<file path="config.mk">
export PLATFORM = sky130hd
export DESIGN_NAME = qdr_controller
export DESIGN_NICKNAME = d
export VERILOG_FILES = /design/src/rtl/qdrc_user_pkg.sv /design/src/rtl/qdrc_bus_pkg.sv /design/src/rtl/qdrc_wr.sv /design/src/rtl/qdrc_rd.sv /design/src/rtl/qdrc_cal.sv /design/src/rtl/qdrc_bus_arb.sv /design/src/rtl/qdr_controller.sv
export VERILOG_INCLUDE_DIRS = /design/src /design/src/rtl
export SDC_FILE = /design/constraint.sdc
export NUM_CORES = 1
export LEC_CHECK = 0
export BUFFER_PORTS_ARGS = -buffer_cell sky130_fd_sc_hd__clkbuf_2
export CAP_MARGIN = 30
export CORE_UTILIZATION = 46
export CTS_CLUSTER_DIAMETER = 80
export DETAILED_ROUTE_END_ITERATION = 16
export GPL_ROUTABILITY_DRIVEN = 0
export PLACE_DENSITY = 0.8
export SKIP_LAST_GASP = 1
export SLEW_MARGIN = 20
export SYNTH_ARGS = -nofsm -noshare
export SYNTH_HDL_FRONTEND = slang
export SYNTH_SLANG_ARGS = --single-unit
</file>
<file path="constraint.sdc">
create_clock -name clk0 -period 2.4 [get_ports clk0]
set_input_delay 0.24 -clock clk0 [delete_from_list [all_inputs] [get_ports clk0]]
set_output_delay 0.24 -clock clk0 [all_outputs]
set_load 0.01 [all_outputs]
</file>
<file path="src/rtl/qdrc_consts.svh">
`ifndef QDRC_CONSTS_SVH
`define QDRC_CONSTS_SVH

// width of one data beat on the sram pins.
`define QDRC_DATA_WIDTH 18

// byte-write enables per beat.
`define QDRC_BW_WIDTH 2

// sram address width.
`define QDRC_ADDR_WIDTH 21

// cycles from read select low to the first returned beat.
`define QDRC_RD_LAT 2

// the top word of the array is kept for calibration.
`define QDRC_CAL_ADDR {`QDRC_ADDR_WIDTH{1'b1}}

// the two halves differ so that swapped beats are caught.
`define QDRC_CAL_PATTERN 36'h9_A5F0_C33C

`endif

</file>
<file path="src/rtl/qdrc_user_pkg.sv">
`include "qdrc_consts.svh"

package qdrc_user_pkg;

  // one user word carries both beats, low half first.
  typedef logic [2*`QDRC_DATA_WIDTH-1:0] usr_word_t;

  // bits 1:0 belong to the first beat.
  typedef logic [2*`QDRC_BW_WIDTH-1:0] usr_be_t;

  typedef logic [`QDRC_ADDR_WIDTH-1:0] qdr_addr_t;

endpackage

</file>
<file path="src/rtl/qdrc_bus_pkg.sv">
`include "qdrc_consts.svh"

package qdrc_bus_pkg;

  typedef logic [`QDRC_DATA_WIDTH-1:0] qdr_beat_t;

  // active low on the pins.
  typedef logic [`QDRC_BW_WIDTH-1:0] qdr_bw_t;

  // peer that holds the address and command bus this cycle.
  typedef enum logic [1:0] {
    OWN_NONE,
    OWN_CAL,
    OWN_RD,
    OWN_WR
  } bus_owner_e;

  typedef enum logic [2:0] {
    CAL_IDLE,
    CAL_WRITE,
    CAL_READ,
    CAL_WAIT,
    CAL_DONE,
    CAL_FAIL
  } cal_state_e;

endpackage

</file>
<file path="src/rtl/qdrc_wr.sv">
`include "qdrc_consts.svh"

module qdrc_wr
  import qdrc_user_pkg::*;
  import qdrc_bus_pkg::*;
(
  input  logic      clk0,
  input  logic      rst_n,
  input  logic      usr_wr_strb,
  input  qdr_addr_t usr_addr,
  input  usr_word_t usr_wr_data,
  input  usr_be_t   usr_wr_be,
  output logic      wr_req,
  output qdr_addr_t wr_addr,
  input  logic      wr_gnt,
  output qdr_beat_t wr_d,
  output qdr_bw_t   wr_bw_n,
  output logic      wr_active
);

  qdr_addr_t addr_q;
  usr_word_t data_q;
  usr_be_t   be_q;
  logic      strb_q;
  logic      beat2_q;
  qdr_beat_t d2_q;
  qdr_bw_t   bw2_n_q;

  // a strobe that saw no grant asks once more in the next cycle.
  assign wr_req  = usr_wr_strb | (strb_q & ~wr_gnt);
  assign wr_addr = usr_wr_strb ? usr_addr : addr_q;

  always_ff @(posedge clk0) begin
    if (!rst_n) begin
      strb_q  <= 1'b0;
      beat2_q <= 1'b0;
    end else begin
      strb_q  <= usr_wr_strb;
      beat2_q <= wr_gnt;
    end
  end

  always_ff @(posedge clk0) begin
    if (usr_wr_strb) begin
      addr_q <= usr_addr;
      data_q <= usr_wr_data;
      be_q   <= usr_wr_be;
    end
    // keep the upper beat apart so a new strobe can reuse the latch.
    if (wr_gnt) begin
      d2_q    <= data_q[2*`QDRC_DATA_WIDTH-1:`QDRC_DATA_WIDTH];
      bw2_n_q <= ~be_q[2*`QDRC_BW_WIDTH-1:`QDRC_BW_WIDTH];
    end
  end

  // first beat in the grant cycle, second beat one cycle later.
  assign wr_d      = beat2_q ? d2_q : data_q[`QDRC_DATA_WIDTH-1:0];
  assign wr_bw_n   = beat2_q ? bw2_n_q : ~be_q[`QDRC_BW_WIDTH-1:0];
  assign wr_active = wr_gnt | beat2_q;

endmodule

</file>
<file path="src/rtl/qdrc_rd.sv">
module qdrc_rd
  import qdrc_user_pkg::*;
  import qdrc_bus_pkg::*;
(
  input  logic      clk0,
  input  logic      rst_n,
  input  logic      usr_rd_strb,
  input  qdr_addr_t usr_addr,
  output logic      rd_req,
  output qdr_addr_t rd_addr,
  input  logic      rd_gnt,
  input  qdr_beat_t qdr_q,
  input  logic      qdr_qvld,
  output usr_word_t usr_rd_data,
  output logic      usr_rd_dvld
);

  // reads granted whose second beat has not come back yet.
  logic [1:0] pend_cnt;
  logic       beat_hi;
  logic       take;
  logic       last;
  logic       dvld_q;
  qdr_beat_t  lo_q;
  qdr_beat_t  hi_q;

  // reads go straight to the arbiter, which may drop them before phy_rdy.
  assign rd_req  = usr_rd_strb;
  assign rd_addr = usr_addr;

  // beats with no read of ours outstanding belong to calibration.
  assign take = qdr_qvld && (pend_cnt != 2'd0);
  assign last = take && beat_hi;

  always_ff @(posedge clk0) begin
    if (!rst_n) begin
      pend_cnt <= 2'd0;
      beat_hi  <= 1'b0;
      dvld_q   <= 1'b0;
    end else begin
      pend_cnt <= pend_cnt + 2'(rd_gnt) - 2'(last);
      if (take) begin
        beat_hi <= !beat_hi;
      end
      dvld_q <= last;
    end
  end

  always_ff @(posedge clk0) begin
    if (take && !beat_hi) begin
      lo_q <= qdr_q;
    end
    if (last) begin
      hi_q <= qdr_q;
    end
  end

  // the word stays put until the next read's second beat.
  assign usr_rd_data = {hi_q, lo_q};
  assign usr_rd_dvld = dvld_q;

endmodule

</file>
<file path="src/rtl/qdrc_cal.sv">
`include "qdrc_consts.svh"

module qdrc_cal
  import qdrc_bus_pkg::*;
(
  input  logic      clk0,
  input  logic      rst_n,
  output logic      cal_wr_req,
  output logic      cal_rd_req,
  input  logic      cal_gnt,
  output qdr_beat_t cal_d,
  output logic      cal_wr_active,
  input  qdr_beat_t qdr_q,
  input  logic      qdr_qvld,
  output logic      phy_rdy,
  output logic      cal_fail
);

  // cycles allowed in CAL_WAIT before the read counts as lost.
  localparam int unsigned CAL_TMO = `QDRC_RD_LAT + 6;

  localparam logic [2*`QDRC_DATA_WIDTH-1:0] CAL_PAT = `QDRC_CAL_PATTERN;
  localparam qdr_beat_t PAT_LO = CAL_PAT[`QDRC_DATA_WIDTH-1:0];
  localparam qdr_beat_t PAT_HI = CAL_PAT[2*`QDRC_DATA_WIDTH-1:`QDRC_DATA_WIDTH];

  cal_state_e state;
  cal_state_e state_d;
  logic [3:0] tmr;
  logic       beat_hi;

  always_comb begin
    state_d = state;
    case (state)
      CAL_IDLE:  state_d = CAL_WRITE;
      CAL_WRITE: state_d = CAL_READ;
      // the write must show its grant on the first beat.
      CAL_READ: begin
        if (tmr == 4'd0 && !cal_gnt) begin
          state_d = CAL_FAIL;
        end else if (tmr == 4'd1) begin
          state_d = CAL_WAIT;
        end
      end
      CAL_WAIT: begin
        if (qdr_qvld && !beat_hi) begin
          if (qdr_q != PAT_LO) begin
            state_d = CAL_FAIL;
          end
        end else if (qdr_qvld) begin
          state_d = (qdr_q == PAT_HI) ? CAL_DONE : CAL_FAIL;
        end else if (tmr == 4'(CAL_TMO)) begin
          state_d = CAL_FAIL;
        end
      end
      default: state_d = state;
    endcase
  end

  always_ff @(posedge clk0) begin
    if (!rst_n) begin
      state   <= CAL_IDLE;
      tmr     <= 4'd0;
      beat_hi <= 1'b0;
    end else begin
      state <= state_d;
      if (state_d != state) begin
        tmr <= 4'd0;
      end else if (state == CAL_READ || state == CAL_WAIT) begin
        tmr <= tmr + 4'd1;
      end
      beat_hi <= beat_hi | (state == CAL_WAIT && qdr_qvld);
    end
  end

  assign cal_wr_req = (state == CAL_WRITE);
  // read is asked for during the second write beat, so it follows the write.
  assign cal_rd_req = (state == CAL_READ) && (tmr == 4'd1);

  // CAL_READ spans exactly the two write beats.
  assign cal_wr_active = (state == CAL_READ);
  assign cal_d         = (tmr == 4'd0) ? PAT_LO : PAT_HI;

  assign phy_rdy  = (state == CAL_DONE);
  assign cal_fail = (state == CAL_FAIL);

endmodule

</file>
<file path="src/rtl/qdrc_bus_arb.sv">
`include "qdrc_consts.svh"

module qdrc_bus_arb
  import qdrc_user_pkg::*;
  import qdrc_bus_pkg::*;
(
  input  logic      clk0,
  input  logic      rst_n,
  input  logic      phy_rdy,
  input  logic      cal_wr_req,
  input  logic      cal_rd_req,
  input  logic      wr_req,
  input  logic      rd_req,
  input  qdr_addr_t wr_addr,
  input  qdr_addr_t rd_addr,
  output logic      cal_gnt,
  output logic      wr_gnt,
  output logic      rd_gnt,
  input  qdr_beat_t cal_d,
  input  logic      cal_wr_active,
  input  qdr_beat_t wr_d,
  input  qdr_bw_t   wr_bw_n,
  input  logic      wr_active,
  output qdr_addr_t qdr_sa,
  output logic      qdr_w_n,
  output logic      qdr_r_n,
  output qdr_beat_t qdr_d,
  output qdr_bw_t   qdr_bw_n,
  output logic      qdr_dll_off_n
);

  bus_owner_e owner;
  logic       wr_busy;
  logic       w_n_q;
  logic       r_n_q;
  logic       cal_gnt_q;
  logic       wr_gnt_q;
  logic       rd_gnt_q;
  logic       dll_q;
  qdr_addr_t  sa_q;

  // a write whose first beat is on the pins still needs the next cycle.
  assign wr_busy = ~w_n_q;

  always_comb begin
    owner = OWN_NONE;
    if (!phy_rdy) begin
      // user requests are dropped until calibration passes.
      if ((cal_wr_req && !wr_busy) || cal_rd_req) begin
        owner = OWN_CAL;
      end
    end else if (rd_req) begin
      owner = OWN_RD;
    end else if (wr_req && !wr_busy) begin
      owner = OWN_WR;
    end
  end

  always_ff @(posedge clk0) begin
    if (!rst_n) begin
      w_n_q     <= 1'b1;
      r_n_q     <= 1'b1;
      cal_gnt_q <= 1'b0;
      wr_gnt_q  <= 1'b0;
      rd_gnt_q  <= 1'b0;
      dll_q     <= 1'b0;
    end else begin
      w_n_q     <= !((owner == OWN_CAL && cal_wr_req) || owner == OWN_WR);
      r_n_q     <= !((owner == OWN_CAL && cal_rd_req) || owner == OWN_RD);
      cal_gnt_q <= (owner == OWN_CAL);
      wr_gnt_q  <= (owner == OWN_WR);
      rd_gnt_q  <= (owner == OWN_RD);
      dll_q     <= 1'b1;
    end
  end

  always_ff @(posedge clk0) begin
    case (owner)
      OWN_CAL: sa_q <= `QDRC_CAL_ADDR;
      OWN_RD:  sa_q <= rd_addr;
      OWN_WR:  sa_q <= wr_addr;
      default: sa_q <= sa_q;
    endcase
  end

  // grants line up with the command on the pins.
  assign cal_gnt = cal_gnt_q;
  assign wr_gnt  = wr_gnt_q;
  assign rd_gnt  = rd_gnt_q;

  assign qdr_sa        = sa_q;
  assign qdr_w_n       = w_n_q;
  assign qdr_r_n       = r_n_q;
  assign qdr_dll_off_n = dll_q;

  // calibration writes the whole word, so every enable is on.
  assign qdr_d    = cal_wr_active ? cal_d : wr_d;
  assign qdr_bw_n = cal_wr_active ? '0 : (wr_active ? wr_bw_n : '1);

endmodule

</file>
<file path="src/rtl/qdr_controller.sv">
module qdr_controller
  import qdrc_user_pkg::*;
  import qdrc_bus_pkg::*;
(
  input  logic      clk0,
  input  logic      rst_n,
  input  logic      usr_rd_strb,
  input  logic      usr_wr_strb,
  input  qdr_addr_t usr_addr,
  input  usr_word_t usr_wr_data,
  input  usr_be_t   usr_wr_be,
  output usr_word_t usr_rd_data,
  output logic      usr_rd_dvld,
  output logic      phy_rdy,
  output logic      cal_fail,
  output qdr_beat_t qdr_d,
  input  qdr_beat_t qdr_q,
  output qdr_addr_t qdr_sa,
  output logic      qdr_w_n,
  output logic      qdr_r_n,
  output qdr_bw_t   qdr_bw_n,
  output logic      qdr_dll_off_n,
  input  logic      qdr_qvld
);

  logic      wr_req;
  logic      wr_gnt;
  logic      wr_active;
  qdr_addr_t wr_addr;
  qdr_beat_t wr_d;
  qdr_bw_t   wr_bw_n;

  logic      rd_req;
  logic      rd_gnt;
  qdr_addr_t rd_addr;

  logic      cal_wr_req;
  logic      cal_rd_req;
  logic      cal_gnt;
  logic      cal_wr_active;
  qdr_beat_t cal_d;

  qdrc_wr u_wr (
    .clk0        (clk0),
    .rst_n       (rst_n),
    .usr_wr_strb (usr_wr_strb),
    .usr_addr    (usr_addr),
    .usr_wr_data (usr_wr_data),
    .usr_wr_be   (usr_wr_be),
    .wr_req      (wr_req),
    .wr_addr     (wr_addr),
    .wr_gnt      (wr_gnt),
    .wr_d        (wr_d),
    .wr_bw_n     (wr_bw_n),
    .wr_active   (wr_active)
  );

  qdrc_rd u_rd (
    .clk0        (clk0),
    .rst_n       (rst_n),
    .usr_rd_strb (usr_rd_strb),
    .usr_addr    (usr_addr),
    .rd_req      (rd_req),
    .rd_addr     (rd_addr),
    .rd_gnt      (rd_gnt),
    .qdr_q       (qdr_q),
    .qdr_qvld    (qdr_qvld),
    .usr_rd_data (usr_rd_data),
    .usr_rd_dvld (usr_rd_dvld)
  );

  // read beats go to both the read path and calibration.
  qdrc_cal u_cal (
    .clk0          (clk0),
    .rst_n         (rst_n),
    .cal_wr_req    (cal_wr_req),
    .cal_rd_req    (cal_rd_req),
    .cal_gnt       (cal_gnt),
    .cal_d         (cal_d),
    .cal_wr_active (cal_wr_active),
    .qdr_q         (qdr_q),
    .qdr_qvld      (qdr_qvld),
    .phy_rdy       (phy_rdy),
    .cal_fail      (cal_fail)
  );

  qdrc_bus_arb u_arb (
    .clk0          (clk0),
    .rst_n         (rst_n),
    .phy_rdy       (phy_rdy),
    .cal_wr_req    (cal_wr_req),
    .cal_rd_req    (cal_rd_req),
    .wr_req        (wr_req),
    .rd_req        (rd_req),
    .wr_addr       (wr_addr),
    .rd_addr       (rd_addr),
    .cal_gnt       (cal_gnt),
    .wr_gnt        (wr_gnt),
    .rd_gnt        (rd_gnt),
    .cal_d         (cal_d),
    .cal_wr_active (cal_wr_active),
    .wr_d          (wr_d),
    .wr_bw_n       (wr_bw_n),
    .wr_active     (wr_active),
    .qdr_sa        (qdr_sa),
    .qdr_w_n       (qdr_w_n),
    .qdr_r_n       (qdr_r_n),
    .qdr_d         (qdr_d),
    .qdr_bw_n      (qdr_bw_n),
    .qdr_dll_off_n (qdr_dll_off_n)
  );

endmodule

</file>
==> flow_results.org, run 1 <==
** Synthesis
- By area the synthesized netlist is led by sky130_fd_sc_hd__edfxtp_1, sky130_fd_sc_hd__dfxtp_1, sky130_fd_sc_hd__mux2_2.
- Yosys mapped a number of flops with a built-in enable equal to 117.
- In this run, synthesis produced a sequential element count of 158.
- sky130_fd_sc_hd__edfxtp_1 takes more of the synthesized area than any other cell.
- Fraction of post-synthesis cell area in the top cell type by area :: 0.609
- After synthesis the cells add up to 5770 sq um.
- Post-synth net total :: around 450
- In the synthesized netlist the async set-or-reset flop fraction comes to 0.
- Post-synth cell types :: 44
- Synth Area per Inst :: 16.0 sq um
- For this run, the number of Yosys warnings is 0.
- Post-Synthesis Cells :: between 300 and 400
- For this run, the leading register cell type out of synthesis is sky130_fd_sc_hd__edfxtp_1.
- For this run, the register share of the synthesized area comes to 0.751.

** Setup path
- Crit path buf inv count :: 2
- Broken down by cell family, the worst path's largest delay share belongs to simple AND/OR/NAND/NOR gates.
- The critical path goes through nor2b_1, buf_4, nand2b_1, nor2_1, a21oi_1, clkbuf_2.
- Critical Path Slowest Stage Cell :: sky130_fd_sc_hd__dfxtp_1
- STA puts the critical path data arrival time at 1.97 ns.
- For this run, the slowest stage of the critical path takes about 0.50 ns.
- STA puts the critical path data required time at 2.16 ns.
- STA classifies the critical path startpoint as a register.
- The critical path in this run is classified as register to output pin.
- The worst setup path is captured at an output pin.
- Critical Path Fanout Max :: 11
- Across all register-to-register paths, the minimum setup slack is 0.33 ns.

** Global route
- First-pass GRT wire length :: between 15 and 20 mm
- Total Routing Usage GR :: 0.193
- Summed over all layers, the global routing overflow is 0.
- The initial antenna violation count was 1.
- The number of global-route vias before repair is 3,792.
- Largest net degree at the start of global routing :: 40

** Detailed routing
- In this run the remaining antenna-violating nets after routing total 0.
- The final layout contains routed wiring with a total length of approximately 12 mm.
- In the routed design, unresolved DRC markers number 0.
- Vias per Instance :: 4.93
- Post-detailed-route wirelength per cell :: 15.7 um
- Initial DRT Pass Iterations :: 4
- Detailed routing inserted a total of 3,774 vias.
- Initial DRC Count :: about 230

** Floorplanning
- The floorplan step defined a die boundary enclosing 13,000 sq um.
- Row Count :: 40
- Area inside the core boundary :: between 10,000 and 15,000 sq um
- For this configuration, the core starts out at a cell density of 0.476.
- From left edge to right edge, the die measures 114 um.
- Pin placement for this block handled 167 I/O pins.
- The die is 114 um tall.

** Placement
- Total placed instance area :: 6830 sq um
- After legalization and detailed placement, the total HPWL measured approximately 7.9 mm.
- Minimum setup slack after placement :: 0.339 ns
- During placement, the flow inserted port buffers numbering approximately 170.

** Layout
- After the last flow step, the layout net total stands at 673.
- Area growth from synthesis to layout :: 35.4%
- Design area :: 7810 sq um
- Most common cell after layout, fill and taps aside :: sky130_fd_sc_hd__clkbuf_2
- For this run, the share of the core covered by cells in the final layout is 0.645.
- Most frequent cells in the layout :: sky130_fd_sc_hd__clkbuf_2, sky130_fd_sc_hd__edfxtp_1, sky130_fd_sc_hd__dfxtp_1
- Fraction of layout cells with a size suffix above 1 :: 0.399

** CTS
- After clock tree synthesis, the clock-pin slew on the worst setup and hold paths is 0.06 ns.
- Total CTS buffers :: 17
- TritonCTS built the clock tree.
- In this run the post-CTS setup repair buffer count came out at 0.
- The clock passes through at most 2 buffers.
- Root Driver :: sky130_fd_sc_hd__clkbuf_16
- CTS saw around 160 sinks.
- In this run the number of H-tree levels came out at 4.
- The later pin in the worst-skew pair is clocked with a latency of around 0.42 ns.

** Pwr
- For this design the static power due to leakage is ~3 nW.
- Pwr per Cell Area :: 803 nW/um^2
- The worst-case IR drop observed on VDD is 626 uV.

** Timing
- At the pin with the least slew margin, the transition time is 0.667 ns.
- Endpoints failing setup :: 0
- Dividing the final minimum period by the clock period gives 0.920.
- The max-slew violation count was 0.
- RSZ-0062 raised after global routing :: false
- The worst path needs 2.21 ns of the cycle, external delays included.
- Timing-limited maximum frequency :: 0.453 GHz
- Rel. slew slack :: 0.555
- Across all hold checks on the routed design, the worst slack comes to 0.0297 ns.
- Total Neg Setup Slack :: 0 ns
- Hold violation count in the final report :: 0
- In the post-route analysis, the smallest setup slack over all paths is 0.192 ns.
- Across the routed clock network, the largest skew measured is 0.00662 ns.

** Worst hold path
- Type of the tightest min-delay check :: input pin to register

** Outcome
- The flow ran to the end, and the final reports show no timing, DRC or antenna violations.

** Run
- Number of violations of the max-capacitance limit :: 0
cell type report:
type / count / area, sq um
Sequential cell: 158 / 4330
Fill cell: 905 / 4300
Timing Repair Buffer: 219 / 1330
Multi-Input combinational cell: 176 / 1310
Clock buffer: 20 / 457
Tap cell: 168 / 210
Clock inverter: 12 / 118
Inverter: 12 / 47.5
Antenna cell: 1 / 2.50
logic make-up (layout without fill, tap and decap cells):
logic type                 count (synthesis)  after routing  share of synthesized area
DFF                                      158            158                      0.751
and+or+nand+nor                           72             72                     0.0670
AOI/OAI and AO/OA                         49             49                     0.0594
muxes                                     44             44                     0.0809
buffers and inverters                     26            263                     0.0215
xor gates and xnor gates                   6              6                    0.00911
adders and majority gates                  5              5                     0.0108
other                                      0              1                          0
sequential cells by signal (all words and copies together), names as in the netlist, 2 cells and up:
signal         count
u_arb.qdr_sa      21
u_cal.state        3
u_cal.tmr          4
u_rd.hi_q         18
u_rd.lo_q         18
u_rd.pend_cnt      2
u_wr.addr_q       21
u_wr.be_q          4
u_wr.bw2_n_q       2
u_wr.d2_q         18
u_wr.data_q       36
Yosys cell counts (2+ instances only):
library cell and number:
sky130_fd_sc_hd__o22a_1 16, sky130_fd_sc_hd__xor2_1 2, sky130_fd_sc_hd__a31oi_1 2, sky130_fd_sc_hd__buf_6 3, sky130_fd_sc_hd__o21ai_0 3, sky130_fd_sc_hd__a21oi_1 20
sky130_fd_sc_hd__and2_1 4, sky130_fd_sc_hd__dfxtp_1 41, sky130_fd_sc_hd__inv_1 10, sky130_fd_sc_hd__ha_1 5, sky130_fd_sc_hd__nand3b_1 2, sky130_fd_sc_hd__nor3b_1 3
sky130_fd_sc_hd__a211oi_1 2, sky130_fd_sc_hd__nand3_1 2, sky130_fd_sc_hd__edfxtp_1 117, sky130_fd_sc_hd__xnor2_1 4, sky130_fd_sc_hd__nand4b_1 2, sky130_fd_sc_hd__clkbuf_1 9
sky130_fd_sc_hd__nor3_1 5, sky130_fd_sc_hd__nor2b_1 5, sky130_fd_sc_hd__nor2_1 20, sky130_fd_sc_hd__nor4b_1 2, sky130_fd_sc_hd__nand2_1 18, sky130_fd_sc_hd__mux2_2 21
sky130_fd_sc_hd__mux2i_1 23
final timing paths:
kind,startpoint,cells after the start,to
worst max-delay path,u_cal.state[1]$_SDFF_PN0_,6,qdr_d[13]
worst min-delay path,qdr_q[14],1,u_rd.lo_q[14]$_DFFE_PP_
worst max register to register,u_cal.state[1]$_SDFF_PN0_,3,u_arb.qdr_sa[7]$_DFFE_PP_
worst min register to register,u_wr.data_q[19]$_DFFE_PP_,0,u_wr.d2_q[1]$_DFFE_PP_
what timing repair did:
action	4_1_cts	5_1_grt
endpoints found under the setup margin	0	0
resized for setup	0	0
hold endpoints to repair	40	0
hold buffers	40	0
report_power, final:
part / switching, W / internal (W) / total (W) / leakage [nW]
combinational: 0.000310 / 0.000260 / 0.000570 / 1.35
sequential: 0.0000431 / 0.00309 / 0.00313 / 1.37
clock: 0.00100 / 0.00157 / 0.00257 / 0.285
routing by layer:
| layer | GRT usage | routed length (um) |
|---|---|---|
| met1 | 0.207 | 4740 |
| met2 | 0.341 | 6210 |
| met3 | 0.0691 | 753 |
| met4 | 0.0857 | 295 |
| met5 | 0 | 0 |
worst register-to-register path, stage by stage (launching register included):
cell and delay, ns:
sky130_fd_sc_hd__dfxtp_1 0.40, sky130_fd_sc_hd__or3_4 0.45, sky130_fd_sc_hd__or3_1 0.65, sky130_fd_sc_hd__o22a_1 0.32
metrics by stage:
step / total power [W] / std cells
6_report: 0.00627 / 766
5_1_grt: 0.00651 / 766
4_1_cts: 0.00633 / 765
3_5_place_dp: 0.00370 / 693
3_3_place_gp: 0.00368 / 693
2_1_floorplan: 0.00346 / 360
Power figures use the tool's default switching activity.
==> run 2: changes to the inputs <==
ABC_AREA = 1   (was default)
CORE_UTILIZATION = 47   (was 46)
PLACE_DENSITY = 0.81   (was 0.8)
RECOVER_POWER = 100   (was default)
==> flow_results.org, run 2 <==
** Outcome
- Status :: complete, no violations

** Setup path
- The setup path with the least slack is of type register to output pin.
- The worst setup path is captured at an output pin.
- The worst register-to-register path begins at u_cal.state[1]$_SDFF_PN0_.
- Together, buffers and inverters on the worst path number 3.
- Critical Path Fanout Max :: 16
- In this run the number of cells on the critical path is 7.
- Counting cells, the worst reg-to-reg path comes to 7.
- The most critical setup path has its startpoint at u_cal.state[1]$_SDFF_PN0_.
- Broken down by cell family, the worst path's largest delay share belongs to simple AND/OR/NAND/NOR gates.
- In this design, the stage delay of the slowest critical-path cell is around 0.35 ns.
- Worst path required time :: roughly 2.2 ns
- Data arrival time of the critical path :: 1.93 ns
- Critical Path Source Type :: register
- Critical Path Slowest Stage Cell :: sky130_fd_sc_hd__dfxtp_1
- Crit-path cells :: inv_1, nor2_1, nand2_2, inv_2, nand3_1, o21ai_0, clkbuf_1
- In this run the register-to-register setup slack is 0.25 ns.
- In this run the critical register-to-register path is captured at u_arb.qdr_sa[15]$_DFFE_PP_.
- Following the worst setup path forward leads to its endpoint at qdr_d[9].

** Synthesis
- Seq cells post-synth :: ~160
- Top post-synthesis cells by area :: sky130_fd_sc_hd__edfxtp_1, sky130_fd_sc_hd__dfxtp_1, sky130_fd_sc_hd__nand2_1
- Post-Synthesis Cells :: 485
- The mapped netlist covers 5880 sq um.
- The share of the Yosys chip area taken by registers is 0.737.
- Sorting the synthesized cells by how often they occur yields sky130_fd_sc_hd__nand2_1, sky130_fd_sc_hd__edfxtp_1, sky130_fd_sc_hd__inv_1.
- Synthesis produced a netlist with a net count of ~570.
- After synthesis, the netlist uses 26 different library cells.
- Top_reg_cell synth :: sky130_fd_sc_hd__edfxtp_1
- Post-synth top area cell :: sky130_fd_sc_hd__edfxtp_1
- A synthesized cell averages 12.1 sq um.
- Warnings, synthesis :: 0
- Synth async-reset ratio :: 0
- Fraction of post-synthesis cell area in the top cell type by area :: 0.597
- The most common cell in the synthesized netlist is sky130_fd_sc_hd__nand2_1.
- Counting flops with a built-in enable in the synthesized netlist gives 117.

** Pwr
- Static leakage :: 3.00 nW
- Summed over all nets, the switching power comes to 0.00189 W.
- The share of total power dissipated in combinational logic is 0.163.
- Max VDD drop :: 493 uV
- Internal power comes to 0.00500 W.
- Of the total power, the share spent switching nets is 0.274.
- Power spread over the standard cell area amounts to approximately 900 nW/um^2.
- Sequential cell fraction of total power :: 0.481
- Clock Power Share :: 0.355

** Detailed routing
- The routed design has 12.8 mm of wire.
- Initial DRC Count :: ~440
- The count of nets left with antenna violations once routing finished came out at 0.
- Post-detailed-route wirelength per cell :: 14.5 um
- Vias after detailed routing :: 4,316
- Dividing the detail-routed via count by the number of cells gives between 4 and 5.
- DRC Markers :: 0
- Initial DRT Pass Iterations :: 5

** Global route
- For this run the aggregate overflow at the end of global routing stands at 0.
- Number of antenna violations at the first check in global routing :: 0
- The first global-routing pass estimated ~20 mm of wire.
- Vias in the first global route :: 4,241
- Across every metal layer, demand over resource in global routing totals 0.204.
- Largest net degree at the start of global routing :: 61

** CTS
- Root Driver :: sky130_fd_sc_hd__clkbuf_16
- Post-CTS repair changed the size of 0 cells.
- Clock-pin slew reported for the worst setup and hold paths after clock tree synthesis :: approximately 0.06 ns
- Clock latency on the worst-skew pair, taken at its later pin, is 0.41 ns.
- The clock tree synthesis step divided the H-tree into 4 levels.
- Sinks on Clock Net :: ~160
- The number of setup buffers added after CTS is 0.
- TritonCTS clock tree :: built
- The number of clock buffers added by TritonCTS is 17.
- The clock passes through at most 2 buffers.
- The number of hold buffers added after CTS was 35.

** Layout
- Antenna cells :: 0
- Excluding fillers, the count of instances in the completed layout stands at 884.
- Across the whole layout, storage elements account for 4330 sq um.
- Fraction of layout cells with a size suffix above 1 :: 0.144
- Leaving out fill and tap cells, the most frequent cell in the layout is sky130_fd_sc_hd__nand2_1.
- The finished cells cover 7650 sq um.
- Max FFs per register :: 36
- Area used by multi-input combinational logic :: 1200 sq um
- Most flops, register :: u_wr.data_q
- The layout has 978 filler cells.
- The top cell types in the final layout, fill and taps aside, are sky130_fd_sc_hd__nand2_1, sky130_fd_sc_hd__edfxtp_1, sky130_fd_sc_hd__clkbuf_1.
- For this run, the post-layout net count is 792.
- Area growth from synthesis to layout :: 30.0%

** Timing
- Total count of max-transition violations in the final report :: 0
- At the pin with the least slew margin, the transition time is between 1 and 1.5 ns.
- Setup repair after global routing left no endpoint under its margin.
- Share of the clock period used by the worst path after layout :: 0.903
- Total Neg Setup Slack :: 0 ns
- Clock Skews :: 0.00643 ns
- The number of failing hold endpoints at the final stage came to 0.
- Timing would allow up to 0.462 GHz.
- Tmin final :: 2.17 ns
- Setup violations remaining at the end of the flow were counted as 0.
- Headroom to the max-slew limit came out at 0.0546.

** Placement
- Once placement finished, the instance area stood at 6920 sq um.
- After detailed placement, the design holds a cell count of 815.
- Port Buffers :: around 170
- Half-perimeter wire length of the detailed placement result :: 8.69 mm

** Floorplanning
- Area inside the core boundary :: ~12,000 sq um
- Die width :: 114 um
- Die height :: 114 um
- For this configuration, the core starts out at a cell density of 0.486.
- Area enclosed by the die boundary :: 13,000 sq um
- Top-Level Pins :: 167
- After floorplanning, the core was divided into 40 placement rows.

** Worst hold path
- Type of the tightest min-delay check :: input pin to register

** Run
- The tool flagged a number of max-cap violations equal to 0.
-- run 2: through the flow --
stage / power [W] / hold WS, ns / worst slack, ns / utilization
detailed placement: 0.00452 / 0.405 / 0.481 / 0.571
CTS: 0.00700 / 0.0000421 / 0.227 / 0.645
global placement: 0.00445 / 0.401 / 0.570 / 0.571
global route: 0.00720 / 0.00265 / 0.0286 / 0.631
floorplan: 0.00405 / 0.268 / 0.204 / -
finish: 0.00689 / 0.0233 / 0.233 / 0.631
-- run 2: cells by family (layout without fill, tap and decap cells) --
| kind of cell | count (synthesis) | in the layout | synth area share |
|---|---|---|---|
| and+or+nand+nor | 189 | 189 | 0.133 |
| buffers and inverters | 76 | 307 | 0.0523 |
| DFF | 158 | 158 | 0.737 |
| AOI/OAI and AO/OA | 47 | 47 | 0.0510 |
| muxes | 6 | 6 | 0.0102 |
| adders and majority gates | 5 | 5 | 0.0106 |
| xor gates and xnor gates | 4 | 4 | 0.00595 |
-- run 2: worst reg2reg max path, cell delays in order, from the launching register on --
cell	delay [ns]
sky130_fd_sc_hd__dfxtp_1	0.35
sky130_fd_sc_hd__inv_1	0.09
sky130_fd_sc_hd__nor2_1	0.20
sky130_fd_sc_hd__nand2_2	0.24
sky130_fd_sc_hd__inv_2	0.22
sky130_fd_sc_hd__nand3_2	0.11
sky130_fd_sc_hd__nand4_1	0.12
sky130_fd_sc_hd__clkbuf_2	0.46
-- run 2: cell type report --
type | instances | share of cell area
multi-input cells | 251 | 0.158
well taps | 168 | 0.0275
clock inverters | 15 | 0.0155
inverters | 64 | 0.0314
repair buffers | 211 | 0.145
flip-flops and latches | 158 | 0.567
clock buffers | 17 | 0.0556
-- run 2: how the worst min path moves through the flow --
stage	start	end	slack [ns]	cells after the start
floorplan	rst_n	u_arb.qdr_dll_off_n$_DFF_P_	0.27	0
global placement	u_wr.data_q[24]$_DFFE_PP_	u_wr.d2_q[6]$_DFFE_PP_	0.40	0
detailed placement	u_wr.data_q[29]$_DFFE_PP_	u_wr.d2_q[11]$_DFFE_PP_	0.40	0
CTS	usr_wr_be[0]	u_wr.be_q[0]$_DFFE_PP_	0.00004	1
global route	usr_wr_be[3]	u_wr.be_q[3]$_DFFE_PP_	0.003	1
finish	usr_wr_data[0]	u_wr.data_q[0]$_DFFE_PP_	0.02	1
-- run 2: power by group through the flow --
stage	Combinational [W]	Clock (W)	Sequential [W]
after floorplan	0.000665	0	0.00339
after global placement	0.00109	0	0.00336
after detailed placement	0.00114	0	0.00337
after CTS	0.00120	0.00249	0.00332
after global routing	0.00125	0.00261	0.00333
final	0.00113	0.00245	0.00332
-- run 2: metal layers --
metal | track usage | share of wire
met4 | 0.0996 | 0.023
met2 | 0.369 | 0.52
met1 | 0.231 | 0.40
met3 | 0.0404 | 0.054
met5 | 0 | 0
